`config.mk`:
```
export PLATFORM = sky130hd
export DESIGN_NAME = rs_alu
export DESIGN_NICKNAME = d
export VERILOG_FILES = /design/src/rs_alu_pkg.sv /design/src/rs_alu_dispatch_decode.sv /design/src/rs_alu_entry.sv /design/src/rs_alu_issue_select.sv /design/src/rs_alu.sv
export VERILOG_INCLUDE_DIRS = /design/src
export SDC_FILE = /design/constraint.sdc
export NUM_CORES = 2
export LEC_CHECK = 0
export ABC_AREA = 0
export BUFFER_PORTS_ARGS = -buffer_cell sky130_fd_sc_hd__buf_2
export CELL_PAD_IN_SITES_DETAIL_PLACEMENT = 1
export CELL_PAD_IN_SITES_GLOBAL_PLACEMENT = 2
export CORE_MARGIN = 2
export CORE_UTILIZATION = 39
export DETAILED_ROUTE_END_ITERATION = 7
export GPL_TIMING_DRIVEN = 0
export PLACE_DENSITY = 0.83
export SYNTH_ARGS = -nofsm -noshare
export SYNTH_HDL_FRONTEND = slang
export SYNTH_SLANG_ARGS = --single-unit
export TNS_END_PERCENT = 5
```
`constraint.sdc`:
```
create_clock -name clk_i -period 4.4 [get_ports clk_i]
set_clock_uncertainty 0.2 [all_clocks]
set_input_delay 0 -clock clk_i [delete_from_list [all_inputs] [get_ports clk_i]]
set_output_delay 0 -clock clk_i [all_outputs]
set_load 0.02 [all_outputs]
```
`src/rs_alu_settings.svh`:
```
`ifndef RS_ALU_SETTINGS_SVH
`define RS_ALU_SETTINGS_SVH

// station geometry
`define RS_ENT_NUM 8
`define RS_ENT_SEL 3

// datapath widths
`define DATA_LEN 32
`define ADDR_LEN 32

// rename tag, must fit inside DATA_LEN
`define RRF_SEL 6

`define ALU_OP_WIDTH 4

`endif

```
`src/rs_alu_pkg.sv`:
```
package rs_alu_pkg;

`include "rs_alu_settings.svh"

    typedef logic [`DATA_LEN-1:0]   data_t;
    typedef logic [`ADDR_LEN-1:0]   addr_t;
    typedef logic [`RRF_SEL-1:0]    rrf_tag_t;
    typedef logic [`RS_ENT_SEL-1:0] ent_sel_t;

    // one bit per entry
    typedef logic [`RS_ENT_NUM-1:0] ent_vec_t;

    // alu opcodes, encoded in list order
    typedef enum logic [`ALU_OP_WIDTH-1:0] {
        ALU_ADD,
        ALU_SUB,
        ALU_AND,
        ALU_OR,
        ALU_XOR,
        ALU_SLL,
        ALU_SRL,
        ALU_SRA,
        ALU_SLT,
        ALU_SLTU
    } alu_op_e;

endpackage

```
`src/rs_alu_dispatch_decode.sv`:
```
`timescale 1ns/1ps

module rs_alu_dispatch_decode (
    input  logic                  clk_i,
    input  logic                  reset_i,
    input  logic                  we_1_i,
    input  logic                  we_2_i,
    input  rs_alu_pkg::ent_sel_t  write_addr_1_i,
    input  rs_alu_pkg::ent_sel_t  write_addr_2_i,
    input  logic                  clear_busy_i,
    input  rs_alu_pkg::ent_sel_t  issue_addr_i,
    output rs_alu_pkg::ent_vec_t  ent_we_o,
    output rs_alu_pkg::ent_vec_t  ent_from_2_o,
    output rs_alu_pkg::ent_vec_t  busy_o
);
    import rs_alu_pkg::*;

    ent_vec_t strobe_1;
    ent_vec_t strobe_2;
    ent_vec_t clear_vec;

    // one-hot write strobes per port
    always_comb begin
        strobe_1 = '0;
        strobe_2 = '0;
        if (we_1_i) begin
            strobe_1[write_addr_1_i] = 1'b1;
        end
        if (we_2_i) begin
            strobe_2[write_addr_2_i] = 1'b1;
        end
    end

    always_comb begin
        clear_vec = '0;
        if (clear_busy_i) begin
            clear_vec[issue_addr_i] = 1'b1;
        end
    end

    assign ent_we_o     = strobe_1 | strobe_2;
    // allocator never gives both ports the same entry
    assign ent_from_2_o = strobe_2;

    // clear has priority over a write to the same entry
    always_ff @(posedge clk_i) begin
        if (reset_i) begin
            busy_o <= '0;
        end else begin
            busy_o <= (busy_o | ent_we_o) & ~clear_vec;
        end
    end

endmodule

```
`src/rs_alu_entry.sv`:
```
`timescale 1ns/1ps

`include "rs_alu_settings.svh"

module rs_alu_entry (
    input  logic                 clk_i,
    input  logic                 reset_i,
    input  logic                 we_i,
    input  rs_alu_pkg::addr_t    write_pc_i,
    input  rs_alu_pkg::data_t    write_op_1_i,
    input  rs_alu_pkg::data_t    write_op_2_i,
    input  logic                 write_valid_1_i,
    input  logic                 write_valid_2_i,
    input  rs_alu_pkg::data_t    write_imm_i,
    input  rs_alu_pkg::rrf_tag_t write_tag_i,
    input  logic                 write_dst_i,
    input  rs_alu_pkg::alu_op_e  write_alu_op_i,
    input  logic                 fwd_valid_1_i,
    input  rs_alu_pkg::rrf_tag_t fwd_tag_1_i,
    input  rs_alu_pkg::data_t    fwd_data_1_i,
    input  logic                 fwd_valid_2_i,
    input  rs_alu_pkg::rrf_tag_t fwd_tag_2_i,
    input  rs_alu_pkg::data_t    fwd_data_2_i,
    output rs_alu_pkg::data_t    op_1_o,
    output rs_alu_pkg::data_t    op_2_o,
    output logic                 ready_o,
    output rs_alu_pkg::addr_t    pc_o,
    output rs_alu_pkg::data_t    imm_o,
    output rs_alu_pkg::rrf_tag_t tag_o,
    output logic                 dst_o,
    output rs_alu_pkg::alu_op_e  alu_op_o
);
    import rs_alu_pkg::*;

    logic  valid_1_q;
    logic  valid_2_q;
    data_t base_op_1;
    data_t base_op_2;
    logic  base_valid_1;
    logic  base_valid_2;
    data_t next_op_1;
    data_t next_op_2;
    logic  next_valid_1;
    logic  next_valid_2;

    // pending operand holds its tag in the low bits
    function automatic logic wake_hit(
        input logic     valid,
        input data_t    op,
        input logic     fwd_valid,
        input rrf_tag_t fwd_tag
    );
        return !valid && fwd_valid && (op[`RRF_SEL-1:0] == fwd_tag);
    endfunction

    // a fresh write is woken the same way as a waiting entry
    always_comb begin
        base_op_1    = we_i ? write_op_1_i : op_1_o;
        base_op_2    = we_i ? write_op_2_i : op_2_o;
        base_valid_1 = we_i ? write_valid_1_i : valid_1_q;
        base_valid_2 = we_i ? write_valid_2_i : valid_2_q;

        next_op_1    = base_op_1;
        next_valid_1 = base_valid_1;
        if (wake_hit(base_valid_1, base_op_1, fwd_valid_1_i, fwd_tag_1_i)) begin
            next_op_1    = fwd_data_1_i;
            next_valid_1 = 1'b1;
        end else if (wake_hit(base_valid_1, base_op_1, fwd_valid_2_i, fwd_tag_2_i)) begin
            next_op_1    = fwd_data_2_i;
            next_valid_1 = 1'b1;
        end

        next_op_2    = base_op_2;
        next_valid_2 = base_valid_2;
        if (wake_hit(base_valid_2, base_op_2, fwd_valid_1_i, fwd_tag_1_i)) begin
            next_op_2    = fwd_data_1_i;
            next_valid_2 = 1'b1;
        end else if (wake_hit(base_valid_2, base_op_2, fwd_valid_2_i, fwd_tag_2_i)) begin
            next_op_2    = fwd_data_2_i;
            next_valid_2 = 1'b1;
        end
    end

    always_ff @(posedge clk_i) begin
        if (reset_i) begin
            valid_1_q <= 1'b0;
            valid_2_q <= 1'b0;
        end else begin
            valid_1_q <= next_valid_1;
            valid_2_q <= next_valid_2;
        end
    end

    always_ff @(posedge clk_i) begin
        op_1_o <= next_op_1;
        op_2_o <= next_op_2;
        if (we_i) begin
            pc_o     <= write_pc_i;
            imm_o    <= write_imm_i;
            tag_o    <= write_tag_i;
            dst_o    <= write_dst_i;
            alu_op_o <= write_alu_op_i;
        end
    end

    assign ready_o = valid_1_q & valid_2_q;

endmodule

```
`src/rs_alu_issue_select.sv`:
```
`timescale 1ns/1ps

`include "rs_alu_settings.svh"

module rs_alu_issue_select (
    input  rs_alu_pkg::ent_sel_t issue_addr_i,
    input  rs_alu_pkg::ent_vec_t busy_i,
    input  rs_alu_pkg::ent_vec_t raw_ready_i,
    input  rs_alu_pkg::data_t    op_1_i [`RS_ENT_NUM],
    input  rs_alu_pkg::data_t    op_2_i [`RS_ENT_NUM],
    input  rs_alu_pkg::addr_t    pc_i [`RS_ENT_NUM],
    input  rs_alu_pkg::data_t    imm_i [`RS_ENT_NUM],
    input  rs_alu_pkg::rrf_tag_t tag_i [`RS_ENT_NUM],
    input  rs_alu_pkg::ent_vec_t dst_i,
    input  rs_alu_pkg::alu_op_e  alu_op_i [`RS_ENT_NUM],
    output rs_alu_pkg::ent_vec_t ready_o,
    output rs_alu_pkg::data_t    exe_op_1_o,
    output rs_alu_pkg::data_t    exe_op_2_o,
    output rs_alu_pkg::addr_t    exe_pc_o,
    output rs_alu_pkg::data_t    exe_imm_o,
    output rs_alu_pkg::rrf_tag_t exe_rrf_tag_o,
    output logic                 exe_dst_val_o,
    output rs_alu_pkg::alu_op_e  exe_alu_op_o
);

    // a freed entry keeps stale valid flags, so gate with busy
    assign ready_o = raw_ready_i & busy_i;

    // readout follows the issue address with no register
    assign exe_op_1_o    = op_1_i[issue_addr_i];
    assign exe_op_2_o    = op_2_i[issue_addr_i];
    assign exe_pc_o      = pc_i[issue_addr_i];
    assign exe_imm_o     = imm_i[issue_addr_i];
    assign exe_rrf_tag_o = tag_i[issue_addr_i];
    assign exe_dst_val_o = dst_i[issue_addr_i];
    assign exe_alu_op_o  = alu_op_i[issue_addr_i];

endmodule

```
`src/rs_alu.sv`:
```
`timescale 1ns/1ps

`include "rs_alu_settings.svh"

module rs_alu (
    input  logic                 clk_i,
    input  logic                 reset_i,
    // dispatch port 1
    input  logic                 we_1_i,
    input  rs_alu_pkg::ent_sel_t write_addr_1_i,
    input  rs_alu_pkg::addr_t    write_pc_1_i,
    input  rs_alu_pkg::data_t    write_op_1_1_i,
    input  rs_alu_pkg::data_t    write_op_1_2_i,
    input  logic                 write_valid_1_1_i,
    input  logic                 write_valid_1_2_i,
    input  rs_alu_pkg::data_t    write_imm_1_i,
    input  rs_alu_pkg::rrf_tag_t write_tag_1_i,
    input  logic                 write_dst_1_i,
    input  rs_alu_pkg::alu_op_e  write_alu_op_1_i,
    // dispatch port 2
    input  logic                 we_2_i,
    input  rs_alu_pkg::ent_sel_t write_addr_2_i,
    input  rs_alu_pkg::addr_t    write_pc_2_i,
    input  rs_alu_pkg::data_t    write_op_2_1_i,
    input  rs_alu_pkg::data_t    write_op_2_2_i,
    input  logic                 write_valid_2_1_i,
    input  logic                 write_valid_2_2_i,
    input  rs_alu_pkg::data_t    write_imm_2_i,
    input  rs_alu_pkg::rrf_tag_t write_tag_2_i,
    input  logic                 write_dst_2_i,
    input  rs_alu_pkg::alu_op_e  write_alu_op_2_i,
    // result broadcast buses
    input  logic                 fwd_valid_1_i,
    input  rs_alu_pkg::rrf_tag_t fwd_tag_1_i,
    input  rs_alu_pkg::data_t    fwd_data_1_i,
    input  logic                 fwd_valid_2_i,
    input  rs_alu_pkg::rrf_tag_t fwd_tag_2_i,
    input  rs_alu_pkg::data_t    fwd_data_2_i,
    // issue side
    input  rs_alu_pkg::ent_sel_t issue_addr_i,
    input  logic                 clear_busy_i,
    output rs_alu_pkg::ent_vec_t busy_o,
    output rs_alu_pkg::ent_vec_t ready_o,
    output rs_alu_pkg::data_t    exe_op_1_o,
    output rs_alu_pkg::data_t    exe_op_2_o,
    output rs_alu_pkg::addr_t    exe_pc_o,
    output rs_alu_pkg::data_t    exe_imm_o,
    output rs_alu_pkg::rrf_tag_t exe_rrf_tag_o,
    output logic                 exe_dst_val_o,
    output rs_alu_pkg::alu_op_e  exe_alu_op_o
);
    import rs_alu_pkg::*;

    ent_vec_t ent_we;
    ent_vec_t ent_from_2;
    ent_vec_t raw_ready;
    ent_vec_t ent_dst;
    data_t    ent_op_1 [`RS_ENT_NUM];
    data_t    ent_op_2 [`RS_ENT_NUM];
    addr_t    ent_pc [`RS_ENT_NUM];
    data_t    ent_imm [`RS_ENT_NUM];
    rrf_tag_t ent_tag [`RS_ENT_NUM];
    alu_op_e  ent_alu_op [`RS_ENT_NUM];

    rs_alu_dispatch_decode u_decode (
        .clk_i          (clk_i),
        .reset_i        (reset_i),
        .we_1_i         (we_1_i),
        .we_2_i         (we_2_i),
        .write_addr_1_i (write_addr_1_i),
        .write_addr_2_i (write_addr_2_i),
        .clear_busy_i   (clear_busy_i),
        .issue_addr_i   (issue_addr_i),
        .ent_we_o       (ent_we),
        .ent_from_2_o   (ent_from_2),
        .busy_o         (busy_o)
    );

    // fields default to port 1 and only matter when the strobe is set
    for (genvar i = 0; i < `RS_ENT_NUM; i++) begin : g_entry
        rs_alu_entry u_entry (
            .clk_i           (clk_i),
            .reset_i         (reset_i),
            .we_i            (ent_we[i]),
            .write_pc_i      (ent_from_2[i] ? write_pc_2_i : write_pc_1_i),
            .write_op_1_i    (ent_from_2[i] ? write_op_2_1_i : write_op_1_1_i),
            .write_op_2_i    (ent_from_2[i] ? write_op_2_2_i : write_op_1_2_i),
            .write_valid_1_i (ent_from_2[i] ? write_valid_2_1_i : write_valid_1_1_i),
            .write_valid_2_i (ent_from_2[i] ? write_valid_2_2_i : write_valid_1_2_i),
            .write_imm_i     (ent_from_2[i] ? write_imm_2_i : write_imm_1_i),
            .write_tag_i     (ent_from_2[i] ? write_tag_2_i : write_tag_1_i),
            .write_dst_i     (ent_from_2[i] ? write_dst_2_i : write_dst_1_i),
            .write_alu_op_i  (ent_from_2[i] ? write_alu_op_2_i : write_alu_op_1_i),
            .fwd_valid_1_i   (fwd_valid_1_i),
            .fwd_tag_1_i     (fwd_tag_1_i),
            .fwd_data_1_i    (fwd_data_1_i),
            .fwd_valid_2_i   (fwd_valid_2_i),
            .fwd_tag_2_i     (fwd_tag_2_i),
            .fwd_data_2_i    (fwd_data_2_i),
            .op_1_o          (ent_op_1[i]),
            .op_2_o          (ent_op_2[i]),
            .ready_o         (raw_ready[i]),
            .pc_o            (ent_pc[i]),
            .imm_o           (ent_imm[i]),
            .tag_o           (ent_tag[i]),
            .dst_o           (ent_dst[i]),
            .alu_op_o        (ent_alu_op[i])
        );
    end

    rs_alu_issue_select u_select (
        .issue_addr_i  (issue_addr_i),
        .busy_i        (busy_o),
        .raw_ready_i   (raw_ready),
        .op_1_i        (ent_op_1),
        .op_2_i        (ent_op_2),
        .pc_i          (ent_pc),
        .imm_i         (ent_imm),
        .tag_i         (ent_tag),
        .dst_i         (ent_dst),
        .alu_op_i      (ent_alu_op),
        .ready_o       (ready_o),
        .exe_op_1_o    (exe_op_1_o),
        .exe_op_2_o    (exe_op_2_o),
        .exe_pc_o      (exe_pc_o),
        .exe_imm_o     (exe_imm_o),
        .exe_rrf_tag_o (exe_rrf_tag_o),
        .exe_dst_val_o (exe_dst_val_o),
        .exe_alu_op_o  (exe_alu_op_o)
    );

endmodule

```
## After elaboration in Yosys (flattened, before gate mapping)

Index checks and enable logic that the tools add are counted.

| storage, ports and cells | value |
|---|---|
| flip-flop bits (word level) | 1136 |
| input port bits | 374 |
| output and inout port bits | 155 |

| operators by class | value |
|---|---|
| reductions and logical operators | 99 |
| multiplexer cells | 197 |
| magnitude comparators | 7 |
| bitwise operators | 14 |
| equal/unequal tests | 32 |

Operator list:

| cell | number |
|---|---|
| 32-bit two-way mux | 88 |
| 32-bit binary-select mux with 3-bit select | 4 |
| 6-bit == test | 32 |
| 1-bit two-way mux | 76 |
| 1-bit logical AND | 67 |
| 6-bit two-way mux | 10 |
| 3-bit nonzero test | 16 |
| 4-bit two-way mux | 10 |
| 8-bit two-way mux | 3 |
| 6-bit binary-select mux with 3-bit select | 1 |
| 8-bit bitwise AND | 2 |
| 1-bit logical NOT | 16 |
| 8-bit bitwise OR | 2 |
| 4-bit binary-select mux with 3-bit select | 1 |
| 3-bit by 4-bit less-than comparator with 1-bit output (second input constant) | 3 |
| 1-bit demux with 3-bit select | 3 |
| 3-bit by 1-bit greater-or-equal comparator with 1-bit output (second input constant) | 3 |
| 1-bit bitwise AND | 8 |
| 8-bit inverter | 1 |
| 4-bit greater-or-equal comparator (second input constant) | 1 |
| 3-bit inverter with 4-bit output | 1 |
| 1-bit binary-select mux with 3-bit select | 1 |

## Logic depth before layout (Yosys ltp)

| logic depth | value |
|---|---|
| depth after elaboration | 12 |
| mapped depth | 13 |
| depth with buffers taken out | 7 |

## Cells and area by module

A second synthesis with hierarchy kept.

| second synthesis, totals | value |
|---|---|
| cells, all modules | 5191 |
| area total of the unflattened synthesis | 71621.2 um^2 |

Modules (own cells, without submodules):

| module | area an instance (um^2) | sequential area each (um^2) | cells an instance | times used |
|---|---|---|---|---|
| rs_alu_entry | 6073.3 | 4093.9 | 421 | 8 |
| rs_alu | 14106.0 | 0.0 | 1256 | 1 |
| rs_alu_issue_select | 8365.5 | 0.0 | 502 | 1 |
| rs_alu_dispatch_decode | 563.0 | 160.2 | 65 | 1 |

## Worst setup path before layout

Ideal clock, no wire load.

| timing path | value |
|---|---|
| kind | input -> register |
| start | in write_addr_2_i[2] |
| end | reg g_entry[1].u_entry.alu_op_o[0] (enable) |
| library setup time | 430 ps |
| path buffers | 7 |
| slack | 396 ps |
| data arrival time | 3374 ps |
| required time | 3770 ps |
| cell stages on the path | 10 |
| cells stage by stage | buf_4 > and4bb_2 > buf_2 > buf_2 > buf_2 > buf_1 > clkbuf_1 > clkbuf_1 > nor2_1 > inv_1 |

| between the ends | value |
|---|---|
| longest elaborated chain between the ends | 6 |
| elaborated cells between the ends (all ways) | 7 |

RTL lines:

| item | RTL line | text |
|---|---|---|
| from (decl) | rs_alu.sv:22 | `input rs_alu_pkg::ent_sel_t write_addr_2_i,` |
| 3-bit by 4-bit less-than comparator with 1-bit output (not written as such) / 3-bit by 1-bit greater-or-equal comparator with 1-bit output (equally long branches) | rs_alu_dispatch_decode.sv:30 | `strobe_2[write_addr_2_i] = 1'b1;` |
| 1-bit logical AND (not written as such) | rs_alu_dispatch_decode.sv:30 |  |
| 1-bit two-way mux (not written as such) | rs_alu_dispatch_decode.sv:30 |  |
| 1-bit demux with 3-bit select (*) | -- |  |
| 8-bit two-way mux (*) | rs_alu_dispatch_decode.sv:29 | `if (we_2_i) begin` |
| 8-bit bitwise OR (*) | rs_alu_dispatch_decode.sv:41 | `assign ent_we_o = strobe_1 \| strobe_2;` |
| net g_entry[1].u_entry.we_i | rs_alu_entry.sv:8 | `input logic we_i,` |
| to (signal assigned) | rs_alu_entry.sv:102 | `alu_op_o <= write_alu_op_i;` |
| to (decl) | rs_alu_entry.sv:31 | `output rs_alu_pkg::alu_op_e alu_op_o` |

The timed path passes the listed nets; every way through them passes the cells marked *.
A chain may end at the register's enable or synchronous reset.

## Worst setup path after layout

| timing path | value |
|---|---|
| start | in write_op_2_2_i[1] |
| end | reg g_entry[3].u_entry.op_2_o[17] (data pin) |

| between the ends | value |
|---|---|
| longest elaborated chain between the ends | 6 |
| elaborated cells between the ends (all ways) | 8 |

RTL lines:

| item | RTL line | text |
|---|---|---|
| from (decl) | rs_alu.sv:25 | `input rs_alu_pkg::data_t write_op_2_2_i,` |
| 32-bit two-way mux (*) | rs_alu.sv:87 | `.write_op_2_i (ent_from_2[i] ? write_op_2_2_i : write_op_1_2_i),` |
| 32-bit two-way mux (*) | rs_alu_entry.sv:59 | `base_op_2 = we_i ? write_op_2_i : op_2_o;` |
| 6-bit == test | rs_alu_entry.sv:53 | `` return !valid && fwd_valid && (op[`RRF_SEL-1:0] == fwd_tag); `` |
| 1-bit logical AND | rs_alu_entry.sv:53 |  |
| 32-bit two-way mux | rs_alu_entry.sv:78 | `end else if (wake_hit(base_valid_2, base_op_2, fwd_valid_2_i, fwd_tag_2_i)) begin` |
| 32-bit two-way mux (*) | rs_alu_entry.sv:75 | `if (wake_hit(base_valid_2, base_op_2, fwd_valid_1_i, fwd_tag_1_i)) begin` |
| net g_entry[3].u_entry.next_op_2[17] | rs_alu_entry.sv:42 | `data_t next_op_2;` |
| to (signal assigned) | rs_alu_entry.sv:96 | `op_2_o <= next_op_2;` |
| to (decl) | rs_alu_entry.sv:25 | `output rs_alu_pkg::data_t op_2_o,` |

The timed path passes the listed nets; every way through them passes the cells marked *. The select of a mux whose other input is x is not followed.

==> results.txt <==
Max stage delay on crit path: 0.95 ns
Synth Flop Type: edfxtp_1
Slew headroom: -15.43%
Initial core utilization: 39.36%
Final Hold Viols: 0
WL/cell: 42.05 um
F_max: 199.7 MHz
NumNets Final: 9339
Ys Warns: 0
Die height: 439.8 um
HP Class: input pin to flip-flop
Post-route total power: 0.03880 W
Critical path required time: 4.92 ns
Cell internal pwr: 0.02393 W
Fin crit period: 5.007 ns
GPL Wtd Cong: 1.096
Max capacitance violation total: 21
Setup TNS: -64.61 ns
Pre-antenna DRT Iters: 8
Sw Share: 38.34%
Vias in the first global route: 79658
Final Cell Area: 90920 um2
Final period util: 113.8%
Clk Latency, worst-skew pair: 0.87 ns
Synthesized instance count: 7902
Psw: 0.01488 W
Worst-Margin Slew: 1.731 ns
Number of port buffers: 234
FF-to-FF setup slack: -0.34 ns
Crit path DAT: 5.53 ns
All-Layer GR Usage: 48.69%
Leakage: 35.32 nW
Total grt overflow: 0
P per Cell Area: 426.8 nW/um2
Flops & latches, synth: 1136
Post-DP Area: 79560 um2
Combinational power share: 32.3%
Final worst slack: -0.6067 ns
Worst vdd ir: 0.4016 mV
Post-CTS setup buffers: 0
Die X: 439.8 um
Layout cells sized above 1: 15.78%
IO Count: 529
DR vias/cell: 7.007
Total CTS buffers: 146
Setup crit end kind: flip-flop
CP cell instances: dlygate4sd3_1 > buf_2 > clkbuf_1 > nand2_1 > o211ai_1 > nand4_1 > or4_1 > clkbuf_1 > buf_2 > a221oi_1 > a21o_1
Syn nets: 8276
Syn_area_per_cell: 9.374 um2
Slew Viols, Final: 186
RSZ-0062 raised after global routing: yes
Via count: 81469
Post-layout util: 48.31%
Post-DP HPWL: 345400 um
Core area: 188200 um2
Area grow syn2layout: 22.74%
Largest net degree at the start of global routing: 60
First-pass GRT wire length: 652900 um
CTS H-tree depth: 4
Site Rows: 159
Post-synth EDFFs: 1016
Root buf cell: clkbuf_16
Post-synthesis cell type count: 87
CTS clk-pin slew, worst paths: 0.06 ns
Hold slack: 0.01222 ns
TritonCTS clock tree: yes
Sequential area share after synthesis: 44.43%
CTS max path bufs: 3
Async SR Flop Fraction: 0%
Final setup vio count: 392
Initial antenna violation count: 64
CTS Sinks: 1136
Fraction of power consumed by sequential logic: 35.6%
Worst Setup Start Kind: input pin
# DRC: 108
Final Routed Wirelength: 489000 um
Max Fanout on Critical Path: 10
ANT nets after route: 0
CP max stage cell: nand4_1
Run status: finished with violations
Post-Syn Area: 74080 um2
Failing checks: design-rule violations, max-capacitance violations, max-slew violations, negative setup slack
CP Class: input pin to flip-flop
Clock power frac: 32.0%
Die area: 193400 um2
DRT iter0 DRCs: 15021
-- layout make-up --
class                      count  area (um2)
sequential                  1136       32910
buffer                      1089        5099
clock inverter                68       688.2
antenna                       49       122.6
multi-input combinational   5625       36240
fill                       21311       97280
clock buffer                 198        3993
timing repair buffer         917        8549
tap                         2495        3122
inverter                      50       197.7
-- cells in the mapped netlist (31+ instances only) --
master       n  area share (%)
a211o_1     53            0.63
a211oi_1    34            0.34
a21o_1      45            0.46
a21oi_1    104            0.70
a221oi_1    53            0.63
a222oi_1   157             2.1
a22o_1     208             2.5
a22oi_1    340             3.4
buf_1      147            0.74
buf_2      129            0.87
buf_4      160             1.6
clkbuf_1   631             3.2
dfxtp_1    120             3.2
edfxtp_1  1016              41
inv_1       42            0.21
mux2_2     494             7.5
mux2i_1    375             5.1
nand2_1   2279              12
nand3_1     85            0.57
nor2_1     133            0.67
nor3_1     114            0.77
nor4_1      50            0.42
o211ai_1    61            0.62
o21ai_0    203             1.4
o21ai_1     31            0.21
o221ai_1   140             1.7
o31ai_1    179             1.8
o41ai_1     62            0.73
xnor2_1     98             1.2
-- layout by cell type (no fill, tap or decap), types with 61 or more instances in the layout --
cell / instances
a21oi_1: 104
nor2_1: 127
clkbuf_2: 85
mux2_2: 494
edfxtp_1: 1016
nand3_1: 77
dfxtp_1: 120
buf_4: 160
nand2_1: 2272
buf_2: 365
nor3_1: 114
clkbuf_16: 149
buf_1: 141
a22oi_1: 340
xnor2_1: 97
o221ai_1: 140
o31ai_1: 179
o21ai_0: 203
o41ai_1: 62
a22o_1: 208
mux2i_1: 375
o211ai_1: 61
dlygate4sd3_1: 637
clkbuf_1: 595
a222oi_1: 157
-- cell families after synthesis --
family	after synthesis	synth area share, %
buffers and inverters	1141	6.959
AND/OR/NAND/NOR	2831	15.88
AO/OA/AOI/OAI	1814	18.76
flip-flops	1136	44.43
multiplexers	877	12.75
XOR/XNOR	103	1.218
-- sequential cells by signal, indices dropped and copies added, names as in the netlist --
| name | count |
|---|---|
| g_entry.u_entry.op_1_o | 256 |
| g_entry.u_entry.imm_o | 256 |
| g_entry.u_entry.valid_2_q | 8 |
| u_decode.busy_o | 8 |
| g_entry.u_entry.valid_1_q | 8 |
| g_entry.u_entry.pc_o | 256 |
| g_entry.u_entry.op_2_o | 256 |
| g_entry.u_entry.alu_op_o | 32 |
| g_entry.u_entry.tag_o | 48 |
| g_entry.u_entry.dst_o | 8 |
-- power groups by stage --
| stage | clock network, W | registers, W | logic [W] |
|---|---|---|---|
| after CTS | 0.0123 | 0.0137 | 0.0116 |
| final | 0.0124 | 0.0138 | 0.0125 |
| after global routing | 0.0126 | 0.0138 | 0.0126 |
| after global placement | 0 | 0.0140 | 0.0106 |
| after detailed placement | 0 | 0.0140 | 0.0110 |
| after floorplan | 0 | 0.0136 | 0.00649 |
-- critical path, delay by kind of cell --
kind                   cells  cell delay, ns
buffers and inverters      5            2.45
and+or+nand+nor            3            1.98
AOI/OAI and AO/OA          3            1.07
-- routing by layer --
| metal | wire, um | GRT usage (%) |
|---|---|---|
| met5 | 285 | 0.04963 |
| met4 | 49040 | 41.00 |
| met3 | 66550 | 16.58 |
| met2 | 200400 | 69.41 |
| met1 | 172700 | 58.92 |
-- timing repair --
item | in CTS | in global routing
gates resized for setup | 22 | 48
hold endpoints to repair | 1128 | 0
setup endpoints to repair | 544 | 498
hold buffers | 637 | 0
pin swaps | 1 | 1
cloned | 0 | 0
-- metrics by stage --
| stage | setup WS, ns | std cells |
|---|---|---|
| after CTS | -0.4082 | 11578 |
| after floorplan | 0.3963 | 7902 |
| after detailed placement | -1.685 | 10676 |
| final | -0.6067 | 11627 |
| after global routing | -0.2688 | 11595 |
| after global placement | -4.374 | 10631 |
-- worst paths after layout --
check	endpoint	cells after the start	from
worst max-delay path	g_entry[3].u_entry.op_2_o[17]	11	write_op_2_2_i[1]
worst min-delay path	g_entry[3].u_entry.op_1_o[3]	6	write_addr_1_i[0]
worst max register to register	g_entry[3].u_entry.op_2_o[17]	8	g_entry[3].u_entry.op_2_o[4]
worst min register to register	u_decode.busy_o[7]	2	u_decode.busy_o[7]
(Power assumes the default switching activity.)
